==> src/rtl/chip_pkg.sv <==
/*
  Chip-wide definitions
  Widths, typedefs and structs shared by the configuration
  blocks and the link tunnel, plus the tag master FSM states
*/
package chip_pkg;

  // Configuration stream
  localparam int TAG_ID_W      = 2;
  localparam int TAG_PAYLOAD_W = 16;

  // Link channel and flit sizes
  localparam int CORD_W         = 7;
  localparam int BEAT_W         = 8;
  localparam int FLIT_W         = 32;
  localparam int BEATS_PER_FLIT = FLIT_W / BEAT_W;

  typedef logic [TAG_PAYLOAD_W-1:0] tag_payload_t;
  typedef logic [TAG_ID_W-1:0]      tag_id_t;
  typedef logic [CORD_W-1:0]        cord_t;
  typedef logic [BEAT_W-1:0]        beat_t;
  typedef logic [FLIT_W-1:0]        flit_t;

  // One addressed configuration write
  typedef struct packed {
    tag_id_t      id;
    tag_payload_t data;
  } tag_write_s;

  // Rebuilt flit with the node coordinate stamped on
  typedef struct packed {
    cord_t src;
    flit_t data;
  } link_out_s;

  typedef enum logic [1:0] {TAG_IDLE, TAG_ID, TAG_DATA} tag_state_e;

endpackage

==> src/rtl/chip_top.sv <==
/*
  Chip top level
  Tag master with link-reset and cord clients, and a flit link
  looped back through sender, receive FIFO and consumer
*/
`timescale 1ns/1ps

module chip_top
  import chip_pkg::*;
 #(parameter int LG_FIFO_DEPTH = 3)
 (input  logic      clk_i
 ,input  logic      rst_i
 ,input  logic      tag_en_i
 ,input  logic      tag_data_i
 ,input  logic      in_v_i
 ,input  flit_t     in_data_i
 ,output logic      in_ready_o
 ,output logic      out_v_o
 ,output link_out_s out_data_o
 ,input  logic      out_ready_i
 );

  ////////////////////////////////////////
  // Configuration

  logic       write_v;
  tag_write_s write;
  logic [0:0] link_reset_lo;
  cord_t      cord_lo;
  logic       link_reset;

  tag_master tag_master_inst
    (.clk_i(clk_i), .rst_i(rst_i), .tag_en_i(tag_en_i), .tag_data_i(tag_data_i)
    ,.write_v_o(write_v), .write_o(write)
    );

  // Link held in reset until configured
  tag_client #(.CLIENT_ID(tag_id_t'(0)), .PAYLOAD_W(1), .RESET_VAL(1'b1)) reset_client
    (.clk_i(clk_i), .rst_i(rst_i), .write_v_i(write_v), .write_i(write)
    ,.data_o(link_reset_lo), .new_o()
    );

  tag_client #(.CLIENT_ID(tag_id_t'(1)), .PAYLOAD_W(CORD_W), .RESET_VAL('0)) cord_client
    (.clk_i(clk_i), .rst_i(rst_i), .write_v_i(write_v), .write_i(write)
    ,.data_o(cord_lo), .new_o()
    );

  assign link_reset = rst_i | link_reset_lo[0];

  ////////////////////////////////////////
  // Link loopback

  logic  beat_v;
  beat_t beat;
  logic  token;
  logic  deq_v;
  beat_t deq;
  logic  deq_ready;

  link_upstream #(.LG_FIFO_DEPTH(LG_FIFO_DEPTH)) upstream
    (.clk_i(clk_i), .rst_i(link_reset), .in_v_i(in_v_i), .in_data_i(in_data_i)
    ,.in_ready_o(in_ready_o), .beat_v_o(beat_v), .beat_o(beat), .token_i(token)
    );

  link_fifo #(.LG_FIFO_DEPTH(LG_FIFO_DEPTH)) rx_fifo
    (.clk_i(clk_i), .rst_i(link_reset), .beat_v_i(beat_v), .beat_i(beat)
    ,.deq_v_o(deq_v), .deq_o(deq), .deq_ready_i(deq_ready), .token_o(token)
    );

  link_downstream downstream
    (.clk_i(clk_i), .rst_i(link_reset), .deq_v_i(deq_v), .deq_i(deq)
    ,.deq_ready_o(deq_ready), .cord_i(cord_lo), .out_v_o(out_v_o)
    ,.out_o(out_data_o), .out_ready_i(out_ready_i)
    );

endmodule

==> src/rtl/link_downstream.sv <==
/*
  Link downstream consumer
  Rebuilds flits from dequeued beats and stamps each one with
  the configured cord in an output holding register
*/
`timescale 1ns/1ps

module link_downstream
  import chip_pkg::*;
 (input  logic      clk_i
 ,input  logic      rst_i
 ,input  logic      deq_v_i
 ,input  beat_t     deq_i
 ,output logic      deq_ready_o
 ,input  cord_t     cord_i
 ,output logic      out_v_o
 ,output link_out_s out_o
 ,input  logic      out_ready_i
 );

  localparam int CNT_W = $clog2(BEATS_PER_FLIT);

  logic [CNT_W-1:0] cnt_r;
  flit_t            asm_r;
  flit_t            asm_next;
  link_out_s        out_r;
  logic             out_v_r;
  logic             deq;
  logic             last;

  // Take beats only when the holding register can drain
  assign deq_ready_o = ~out_v_r | out_ready_i;
  assign deq         = deq_v_i & deq_ready_o;
  assign last        = (cnt_r == CNT_W'(BEATS_PER_FLIT - 1));
  // Beats arrive LSB first, new one enters at the top
  assign asm_next    = {deq_i, asm_r[FLIT_W-1:BEAT_W]};

  always_ff @(posedge clk_i)
  begin
    if (rst_i)
    begin
      cnt_r   <= '0;
      out_v_r <= 1'b0;
    end
    else
    begin
      if (deq)
        cnt_r <= cnt_r + 1'b1;
      if (deq && last)
        out_v_r <= 1'b1;
      else if (out_ready_i)
        out_v_r <= 1'b0;
    end
  end

  always_ff @(posedge clk_i)
  begin
    if (deq)
      asm_r <= asm_next;
    if (deq && last)
    begin
      out_r.data <= asm_next;
      out_r.src  <= cord_i;
    end
  end

  assign out_v_o = out_v_r;
  assign out_o   = out_r;

endmodule

==> src/rtl/link_fifo.sv <==
/*
  Link receive FIFO
  Circular beat buffer on the far end of the channel. Sends one
  token back upstream for every beat it releases.
*/
`timescale 1ns/1ps

module link_fifo
  import chip_pkg::*;
 #(parameter int LG_FIFO_DEPTH = 3)
 (input  logic  clk_i
 ,input  logic  rst_i
 ,input  logic  beat_v_i
 ,input  beat_t beat_i
 ,output logic  deq_v_o
 ,output beat_t deq_o
 ,input  logic  deq_ready_i
 ,output logic  token_o
 );

  localparam int DEPTH = 2 ** LG_FIFO_DEPTH;

  beat_t                mem_r [DEPTH];
  // Top bit is the wrap flag
  logic [LG_FIFO_DEPTH:0] wptr_r;
  logic [LG_FIFO_DEPTH:0] rptr_r;
  logic                   token_r;
  logic                   empty;
  logic                   deq;

  assign empty   = (wptr_r == rptr_r);
  assign deq_v_o = ~empty;
  assign deq     = deq_v_o & deq_ready_i;
  assign deq_o   = mem_r[rptr_r[LG_FIFO_DEPTH-1:0]];
  assign token_o = token_r;

  always_ff @(posedge clk_i)
  begin
    if (rst_i)
    begin
      wptr_r  <= '0;
      rptr_r  <= '0;
      token_r <= 1'b0;
    end
    else
    begin
      // Credits upstream guarantee room for every beat
      if (beat_v_i)
        wptr_r <= wptr_r + 1'b1;
      if (deq)
        rptr_r <= rptr_r + 1'b1;
      token_r <= deq;
    end
  end

  always_ff @(posedge clk_i)
  begin
    if (beat_v_i)
      mem_r[wptr_r[LG_FIFO_DEPTH-1:0]] <= beat_i;
  end

endmodule

==> src/rtl/link_upstream.sv <==
/*
  Link upstream sender
  Holds one flit and sends it over the narrow channel as beats,
  least significant first, only while credits remain
*/
`timescale 1ns/1ps

module link_upstream
  import chip_pkg::*;
 #(parameter int LG_FIFO_DEPTH = 3)
 (input  logic  clk_i
 ,input  logic  rst_i
 ,input  logic  in_v_i
 ,input  flit_t in_data_i
 ,output logic  in_ready_o
 ,output logic  beat_v_o
 ,output beat_t beat_o
 ,input  logic  token_i
 );

  localparam int CNT_W    = $clog2(BEATS_PER_FLIT);
  localparam int CREDIT_W = LG_FIFO_DEPTH + 1;

  flit_t               flit_r;
  logic                busy_r;
  logic                live_r;
  logic [CNT_W-1:0]    cnt_r;
  logic [CREDIT_W-1:0] credits_r;
  logic                accept;
  logic                send;

  // Ready stays low for one cycle when leaving link reset
  assign in_ready_o = live_r & ~busy_r;
  assign accept     = in_v_i & in_ready_o;
  assign send       = busy_r & (credits_r != '0);
  assign beat_v_o   = send;
  assign beat_o     = beat_t'(flit_r);

  always_ff @(posedge clk_i)
  begin
    if (rst_i)
    begin
      live_r    <= 1'b0;
      busy_r    <= 1'b0;
      cnt_r     <= '0;
      credits_r <= CREDIT_W'(2 ** LG_FIFO_DEPTH);
    end
    else
    begin
      live_r <= 1'b1;
      if (accept)
      begin
        busy_r <= 1'b1;
        cnt_r  <= '0;
      end
      else if (send)
      begin
        cnt_r <= cnt_r + 1'b1;
        if (cnt_r == CNT_W'(BEATS_PER_FLIT - 1))
          busy_r <= 1'b0;
      end
      // Beat out and token back in the same cycle cancel
      case ({send, token_i})
        2'b10:   credits_r <= credits_r - 1'b1;
        2'b01:   credits_r <= credits_r + 1'b1;
        default: credits_r <= credits_r;
      endcase
    end
  end

  always_ff @(posedge clk_i)
  begin
    if (accept)
      flit_r <= in_data_i;
    else if (send)
      flit_r <= flit_r >> BEAT_W;
  end

endmodule

==> src/rtl/tag_client.sv <==
/*
  Tag client
  Configuration register that loads writes addressed to its own
  id and flags each update for one cycle
*/
`timescale 1ns/1ps

module tag_client
  import chip_pkg::*;
 #(parameter tag_id_t              CLIENT_ID = '0
  ,parameter int                   PAYLOAD_W = TAG_PAYLOAD_W
  ,parameter logic [PAYLOAD_W-1:0] RESET_VAL = '0
  )
 (input  logic                 clk_i
 ,input  logic                 rst_i
 ,input  logic                 write_v_i
 ,input  tag_write_s           write_i
 ,output logic [PAYLOAD_W-1:0] data_o
 ,output logic                 new_o
 );

  logic [PAYLOAD_W-1:0] data_r;
  logic                 new_r;
  logic                 hit;

  assign hit = write_v_i && (write_i.id == CLIENT_ID);

  always_ff @(posedge clk_i)
  begin
    if (rst_i)
    begin
      data_r <= RESET_VAL;
      new_r  <= 1'b0;
    end
    else
    begin
      new_r <= hit;
      // only the low bits of the payload are kept
      if (hit)
        data_r <= write_i.data[PAYLOAD_W-1:0];
    end
  end

  assign data_o = data_r;
  assign new_o  = new_r;

endmodule

==> src/rtl/tag_master.sv <==
/*
  Tag master
  Decodes the one-bit serial configuration stream into addressed
  payload writes. A frame is a start bit, the client id and the
  payload, both MSB first.
*/
`timescale 1ns/1ps

module tag_master
  import chip_pkg::*;
 (input  logic       clk_i
 ,input  logic       rst_i
 ,input  logic       tag_en_i
 ,input  logic       tag_data_i
 ,output logic       write_v_o
 ,output tag_write_s write_o
 );

  localparam int CNT_W = $clog2(TAG_PAYLOAD_W);

  tag_state_e       state_r;
  logic [CNT_W-1:0] cnt_r;
  logic             write_v_r;
  tag_id_t          id_r;
  tag_payload_t     data_r;

  ////////////////////////////////////////
  // Frame FSM

  always_ff @(posedge clk_i)
  begin
    if (rst_i)
    begin
      state_r   <= TAG_IDLE;
      cnt_r     <= '0;
      write_v_r <= 1'b0;
    end
    else
    begin
      write_v_r <= 1'b0;
      // Bits outside the enable window are dropped
      if (tag_en_i)
      begin
        case (state_r)
          TAG_IDLE:
          begin
            cnt_r <= '0;
            if (tag_data_i)
              state_r <= TAG_ID;
          end
          TAG_ID:
          begin
            if (cnt_r == CNT_W'(TAG_ID_W - 1))
            begin
              cnt_r   <= '0;
              state_r <= TAG_DATA;
            end
            else
              cnt_r <= cnt_r + 1'b1;
          end
          TAG_DATA:
          begin
            cnt_r <= cnt_r + 1'b1;
            // Last payload bit, write goes out next cycle
            if (cnt_r == CNT_W'(TAG_PAYLOAD_W - 1))
            begin
              state_r   <= TAG_IDLE;
              write_v_r <= 1'b1;
            end
          end
          default: state_r <= TAG_IDLE;
        endcase
      end
    end
  end

  ////////////////////////////////////////
  // Id and payload shifters

  always_ff @(posedge clk_i)
  begin
    if (tag_en_i && state_r == TAG_ID)
      id_r <= tag_id_t'({id_r, tag_data_i});
    if (tag_en_i && state_r == TAG_DATA)
      data_r <= tag_payload_t'({data_r, tag_data_i});
  end

  assign write_v_o    = write_v_r;
  assign write_o.id   = id_r;
  assign write_o.data = data_r;

endmodule

==> config.mk <==
export PLATFORM = sky130hd
export DESIGN_NAME = chip_top
export DESIGN_NICKNAME = d
export VERILOG_FILES = /design/src/rtl/chip_pkg.sv /design/src/rtl/chip_top.sv /design/src/rtl/link_downstream.sv /design/src/rtl/link_fifo.sv /design/src/rtl/link_upstream.sv /design/src/rtl/tag_client.sv /design/src/rtl/tag_master.sv
export SDC_FILE = /design/constraint.sdc
export NUM_CORES = 1
export LEC_CHECK = 0
export BUFFER_PORTS_ARGS = -buffer_cell sky130_fd_sc_hd__buf_2
export CAP_MARGIN = 40
export CORE_MARGIN = 2
export CORE_UTILIZATION = 55
export CTS_CLUSTER_SIZE = 24
export DETAILED_ROUTE_END_ITERATION = 10
export PLACE_DENSITY = 0.75
export SETUP_SLACK_MARGIN = 0.05
export SKIP_CTS_REPAIR_TIMING = 1
export SLEW_MARGIN = 25
export SYNTH_ARGS = -nofsm -noshare
export SYNTH_HDL_FRONTEND = slang
export SYNTH_SLANG_ARGS = --single-unit
==> constraint.sdc <==
create_clock -name clk_i -period 3.2 [get_ports clk_i]
set_input_delay 0.32 -clock clk_i [delete_from_list [all_inputs] [get_ports clk_i]]
set_output_delay 0.32 -clock clk_i [all_outputs]
set_load 0.05 [all_outputs]
=== Word level (Yosys, flattened, before mapping) ===
Memory sizes are Yosys's and may differ from the RTL's. A register that Yosys moved wholly into a read port is not among the register bits.
Cells that the tools add are included.

* Bits in registers: 147
* Input bits: 38
* Output and inout port bits: 41
* Memories kept: 1
* Bits in writable memories: 64

* Add/sub/neg operators: 7
* Muxes and demuxes: 20
* Bitwise gates (word level): 11
* Equal/unequal tests: 13
* Reduce and logical (&&, ||, !) cells: 18

{| class="wikitable"
|+ Memory list
! name !! depth !! width !! rd ports !! clocked after memory_dff !! wr ports !! line !! text
|-
| rx_fifo.mem_r || 8 || 8 || 1 || 1 || 1 || link_fifo.sv:23 || <nowiki>beat_t mem_r [DEPTH];</nowiki>
|}

{| class="wikitable"
|+ Operators with widths
! kind !! count
|-
| $mux 32 || 2
|-
| $add 4x1->4 const B || 4
|-
| $pmux 4 s3 || 1
|-
| $mux 1 || 9
|-
| $eq 2x2->1 const B || 4
|-
| $pmux 4 s2 || 1
|-
| $reduce_bool 2->1 || 4
|-
| $eq 2x1->1 const B || 3
|-
| $mux 2 || 3
|-
| $mux 3 || 2
|-
| $pmux 2 s3 || 1
|-
| $logic_and 1x1->1 || 5
|-
| $not 1->1 || 5
|-
| $add 2x1->2 const B || 2
|-
| $and 1x1->1 || 4
|-
| $eq 4x1->1 const B || 1
|-
| $eq 4x4->1 || 1
|-
| $eq 4x4->1 const B || 1
|-
| $logic_not 2->1 || 2
|-
| $mux 4 || 1
|-
| $ne 2x1->1 const B || 2
|-
| $reduce_and 2->1 || 2
|-
| $reduce_and 4->1 || 1
|-
| $reduce_bool 4->1 || 1
|-
| other kinds (6) || 7
|}

=== Depth between registers and ports, before layout ===
* Depth in word-level cells: 5
* Depth in mapped cells: 10
* Gate-level depth less buffers: 9

=== Hierarchy ===
A second synthesis with hierarchy kept.

* Cells, all modules: 519
* Area total of the unflattened synthesis: 8275.4 um^2

{| class="wikitable"
|+ By module, submodules not included
! module !! cells an instance !! area an instance (um^2) !! seq. area each (um^2) !! instances
|-
| link_fifo || 156 || 2977.9 || 2162.1 || 1
|-
| link_downstream || 79 || 2049.5 || 1951.9 || 1
|-
| link_upstream || 173 || 1818.0 || 1121.1 || 1
|-
| tag_master || 70 || 1002.2 || 680.7 || 1
|-
| tag_client (cord_client) || 33 || 351.6 || 160.2 || 1
|-
| tag_client (reset_client) || 7 || 70.1 || 40.0 || 1
|-
| chip_top || 1 || 6.3 || 0.0 || 1
|}

=== Least setup slack after synthesis ===
No wires, ideal clock.

* Path kind: register -> register
* Start point: register upstream.busy_r
* End point: register upstream.flit_r[0], enable pin
* Path slack: 573 ps
* Data arrival time: 2237 ps
* Cell stages (with the launch flop): 6
* Period minus slack after synthesis: 2627 ps
* Cell sequence: dfxtp_1 -> nor2b_1 -> clkbuf_1 -> nand2_1 -> clkbuf_1 -> nand2_1

* Cells in the longest elaborated chain, start to end: 4
* Elaborated cells on any way between the ends: 5
* Those cells by class: bitwise: 4; reduce/logical: 1

{| class="wikitable"
|+ RTL lines
! item !! line !! text
|-
| start, declared || link_upstream.sv:25 || <nowiki>logic busy_r;</nowiki>
|-
| start signal, assigned || link_upstream.sv:44 || <nowiki>busy_r <= 1'b0;</nowiki>
|-
| start signal, assigned || link_upstream.sv:53 || <nowiki>busy_r <= 1'b1;</nowiki>
|-
| start signal, assigned || link_upstream.sv:60 || <nowiki>busy_r <= 1'b0;</nowiki>
|-
| $not 1->1 || link_upstream.sv:33 || <nowiki>assign in_ready_o = live_r & ~busy_r;</nowiki>
|-
| $and 1x1->1 || link_upstream.sv:33 ||
|-
| net in_ready_o || chip_top.sv:17 || <nowiki>,output logic in_ready_o</nowiki>
|-
| $and 1x1->1 || link_upstream.sv:34 || <nowiki>assign accept = in_v_i & in_ready_o;</nowiki>
|-
| $reduce_bool 2->1 (no line) || - ||
|-
| end signal, assigned || link_upstream.sv:74 || <nowiki>flit_r <= in_data_i;</nowiki>
|-
| end signal, assigned || link_upstream.sv:76 || <nowiki>flit_r <= flit_r >> BEAT_W;</nowiki>
|-
| end, declared || link_upstream.sv:24 || <nowiki>flit_t flit_r;</nowiki>
|}

The timed path passes the listed nets, and every way through them passes these cells.
A chain may end at the register's enable or synchronous reset.

=== Worst setup path in the final report ===
* Start point: register upstream.credits_r[0]
* End point: register upstream.credits_r[3]

* Cells in the longest elaborated chain, start to end: 4
* Elaborated cells on any way between the ends: 8
* Those cells by class: add/sub: 2; eq/ne: 2; mux: 1; bitwise: 1; reduce/logical: 2

{| class="wikitable"
|+ RTL lines
! item !! line !! text
|-
| start, declared || link_upstream.sv:28 || <nowiki>logic [CREDIT_W-1:0] credits_r;</nowiki>
|-
| start signal, assigned || link_upstream.sv:46 || <nowiki>credits_r <= CREDIT_W'(2 ** LG_FIFO_DEPTH);</nowiki>
|-
| start signal, assigned || link_upstream.sv:64 || <nowiki>2'b10: credits_r <= credits_r - 1'b1;</nowiki>
|-
| start signal, assigned || link_upstream.sv:65 || <nowiki>2'b01: credits_r <= credits_r + 1'b1;</nowiki>
|-
| $reduce_bool 4->1 || link_upstream.sv:35 || <nowiki>assign send = busy_r & (credits_r != '0);</nowiki>
|-
| $and 1x1->1 || link_upstream.sv:35 ||
|-
| $eq 2x1->1 / $eq 2x2->1 (equally long branches) || link_upstream.sv:63 || <nowiki>case ({send, token_i})</nowiki>
|-
| $pmux 4 s2 / $reduce_bool 2->1 (equally long branches) || - ||
|}

Parallel ways exist; a longest one is shown, timed or not.

==> impl_metrics.env <==
export IMPL_status="completed"
export IMPL_critPathKind="register to register"
export IMPL_route_met3_wl_microns=605
export IMPL_fin_nets=632
export IMPL_clk_path_buf_depth=3
export IMPL_numCtsBuffers=20
export IMPL_grt_pass1_vias=4182
export IMPL_wl_met2_microns=6080
export IMPL_ys_warn_count=0
export IMPL_num_io_pins=79
export IMPL_synth_top_cell_area_share=0.648
export IMPL_dr_pass1_iters=4
export IMPL_clkSinkCount=206
export IMPL_fin_skew_ps=8.15
export IMPL_cts_tree="done"
export IMPL_critical_path_peak_fanout=7
export IMPL_required_ps=3560
export IMPL_ys_ff_latch=206
export IMPL_vdd_drop_max_mv=0.345
export IMPL_cts_root_buf="clkbuf_16"
export IMPL_drive_gt1_frac=0.223
export IMPL_synth_area_sq_mm=0.00778
export IMPL_diodes=0
export IMPL_met1_length_microns=5440
export IMPL_drt_iter0_drc=259
export IMPL_mostFrequentLayoutCells="edfxtp_1 (168), nand2_1 (88), buf_2 (78)"
export IMPL_max_freq_mhz=393
export IMPL_cp_arrival_ps=2910
export IMPL_die_area_sq_mm=0.0151
export IMPL_wl_per_cell_microns=16.0
export IMPL_area_growth_pct=16.9
export IMPL_worst_slack_ps=653
export IMPL_portBuffers=78
export IMPL_worst_pin_slew_ps=836
export IMPL_highest_layer="met4"
export IMPL_antenna_left=0
export IMPL_num_rows=43
export IMPL_setup_viol=0
export IMPL_synth_avg_cell_area_sq_um=15.9
export IMPL_grt_antenna_before_repair=0
export IMPL_worst_skew_pair_late_latency_ps=490
export IMPL_grt_overflow_total=0
export IMPL_wirelength_microns=12400
export IMPL_die_y_microns=123
export IMPL_place_worst_setup_slack_ps=683
export IMPL_routed_via_density=5.25
export IMPL_max_cap_violations=0
export IMPL_p_leak_nw=3.34
export IMPL_powerDensity_mw_per_mm2=587
export IMPL_drc_errors=0
export IMPL_yosysSeqAreaShare=0.746
export IMPL_hold_violations=0
export IMPL_grt_max_degree=35
export IMPL_post_synth_inst_count=490
export IMPL_die_w_microns=123
export IMPL_synth_area_top_cells="edfxtp_1 (65%), dfxtp_1 (9.8%), mux4_1 (5.4%)"
export IMPL_synth_distinct_cells=43
export IMPL_fin_tns_setup_ps=0
export IMPL_routed_via_count=4062
export IMPL_synth_nets=542
export IMPL_grt_setup_unrepaired="false"
export IMPL_final_common_cell="edfxtp_1"
export IMPL_relSlewSlack=0.441
export IMPL_synth_area_leader_cell="edfxtp_1"
export IMPL_final_core_util=0.658
export IMPL_start_util=0.563
export IMPL_place_gp_congestion=0.742
export IMPL_dp_hpwl_microns=8020
export IMPL_cts_htree_levels=1
export IMPL_worstSetupStartpointType="register"
export IMPL_grt_pass1_wl_microns=20400
export IMPL_cp_end_kind="register"
export IMPL_maxSlewViolCount=0
export IMPL_min_path_type="input port to register"
export IMPL_core_area_sq_mm=0.0138
export IMPL_gr_usage_all_layers=0.173
export IMPL_clk_pin_slew_ps=60
export IMPL_fin_crit_sh=0.796
export IMPL_min_period_ps=2550
power breakdown:
part           internal (W)  switching [W]  total (W)
clock network       0.00148       0.000930    0.00241
registers           0.00286     0.00000537    0.00287
logic             0.0000282      0.0000283  0.0000565
total               0.00438       0.000963    0.00534
worst max-delay path, cell delays in order (launching register included):
cell      delay, ps
dfxtp_1         360
o41a_1          570
inv_2           170
ha_1            190
inv_1           100
ha_1            350
a21oi_1         100
a211oi_1        320
nor3_1           90
nand3b_1        160
registers in the layout, summed over array words and instances (netlist names), named ones only:
name	flops
rx_fifo.rptr_r	4
upstream.flit_r	32
tag_master_inst.state_r	2
cord_client.data_o	7
downstream.out_o	39
tag_master_inst.id_r	2
downstream.out_v_o	1
rx_fifo.mem_r	64
tag_master_inst.data_r	7
upstream.live_r	1
downstream.cnt_r	2
upstream.credits_r	4
tag_master_inst.cnt_r	4
downstream.asm_r	24
tag_master_inst.write_v_o	1
reset_client.data_o	1
upstream.busy_r	1
rx_fifo.token_o	1
upstream.cnt_r	2
rx_fifo.wptr_r	4
worst paths after layout:
path	end	depth (start not counted)	slack [ps]	from
worst max-delay path	upstream.credits_r[3]	9	650	upstream.credits_r[0]
worst min-delay path	tag_master_inst.id_r[0]	1	50	tag_data_i
worst max register to register	upstream.credits_r[3]	9	650	upstream.credits_r[0]
worst min register to register	downstream.out_o[1]	0	420	downstream.asm_r[9]
routing by layer:
metal | global-route usage | vias up
met2 | 0.292 | 108
li1 | - | 1992
met3 | 0.0314 | 21
met1 | 0.230 | 1941
met5 | 0 | -
met4 | 0.0524 | 0
metrics by stage:
| stage | power [W] | cell area [sq um] | hold slack [ps] | std cells |
|---|---|---|---|---|
| 5_1_grt | 0.00548 | 9090 | 34.5 | 773 |
| 3_5_place_dp | 0.00298 | 8380 | 406 | 736 |
| 3_3_place_gp | 0.00298 | 8350 | 400 | 734 |
| 6_report | 0.00534 | 9090 | 51.2 | 773 |
| 2_1_floorplan | 0.00295 | 7780 | 400 | 490 |
| 4_1_cts | 0.00539 | 9070 | 39.0 | 771 |
final cells by class:
class                   count  area, sq um
flip-flops and latches    206         5810
repair buffers             90          504
clock inverters             8          123
fillers                   928         4730
well taps                 180          225
inverters                   8         30.0
multi-input cells         254         1840
clock buffers              27          567
cells in the mapped netlist, drive strengths merged:
library cell	instances
or4	1
a211oi	1
nand2	88
edfxtp	168
or2	1
nand3	5
nand2b	7
ha	13
o41a	1
xor2	2
fa	1
mux2i	12
nor2b	3
clkinv	1
a221oi	1
a31o	1
a41oi	1
a21oi	10
nor4b	1
nand3b	2
or3	1
nor3b	3
inv	7
o21bai	1
and3	9
a211o	1
nor4	4
nor2	27
and2	6
clkbuf	10
mux4	16
dfxtp	38
buf	12
nand4	2
nor3	9
xnor2	9
o21ai	7
mux2	8
kinds of logic (layout without fill, tap and decap cells):
logic type | count (synthesis) | count (layout) | synth area share
multiplexers | 36 | 36 | 0.0811
XOR/XNOR | 11 | 11 | 0.0124
adder cells (fa/ha/maj) | 14 | 14 | 0.0235
buffers and inverters | 30 | 133 | 0.0191
AO/OA/AOI/OAI | 24 | 24 | 0.0198
AND/OR/NAND/NOR | 169 | 169 | 0.0979
flip-flops | 206 | 206 | 0.746
No activity file was read; power rests on OpenSTA's default activity.
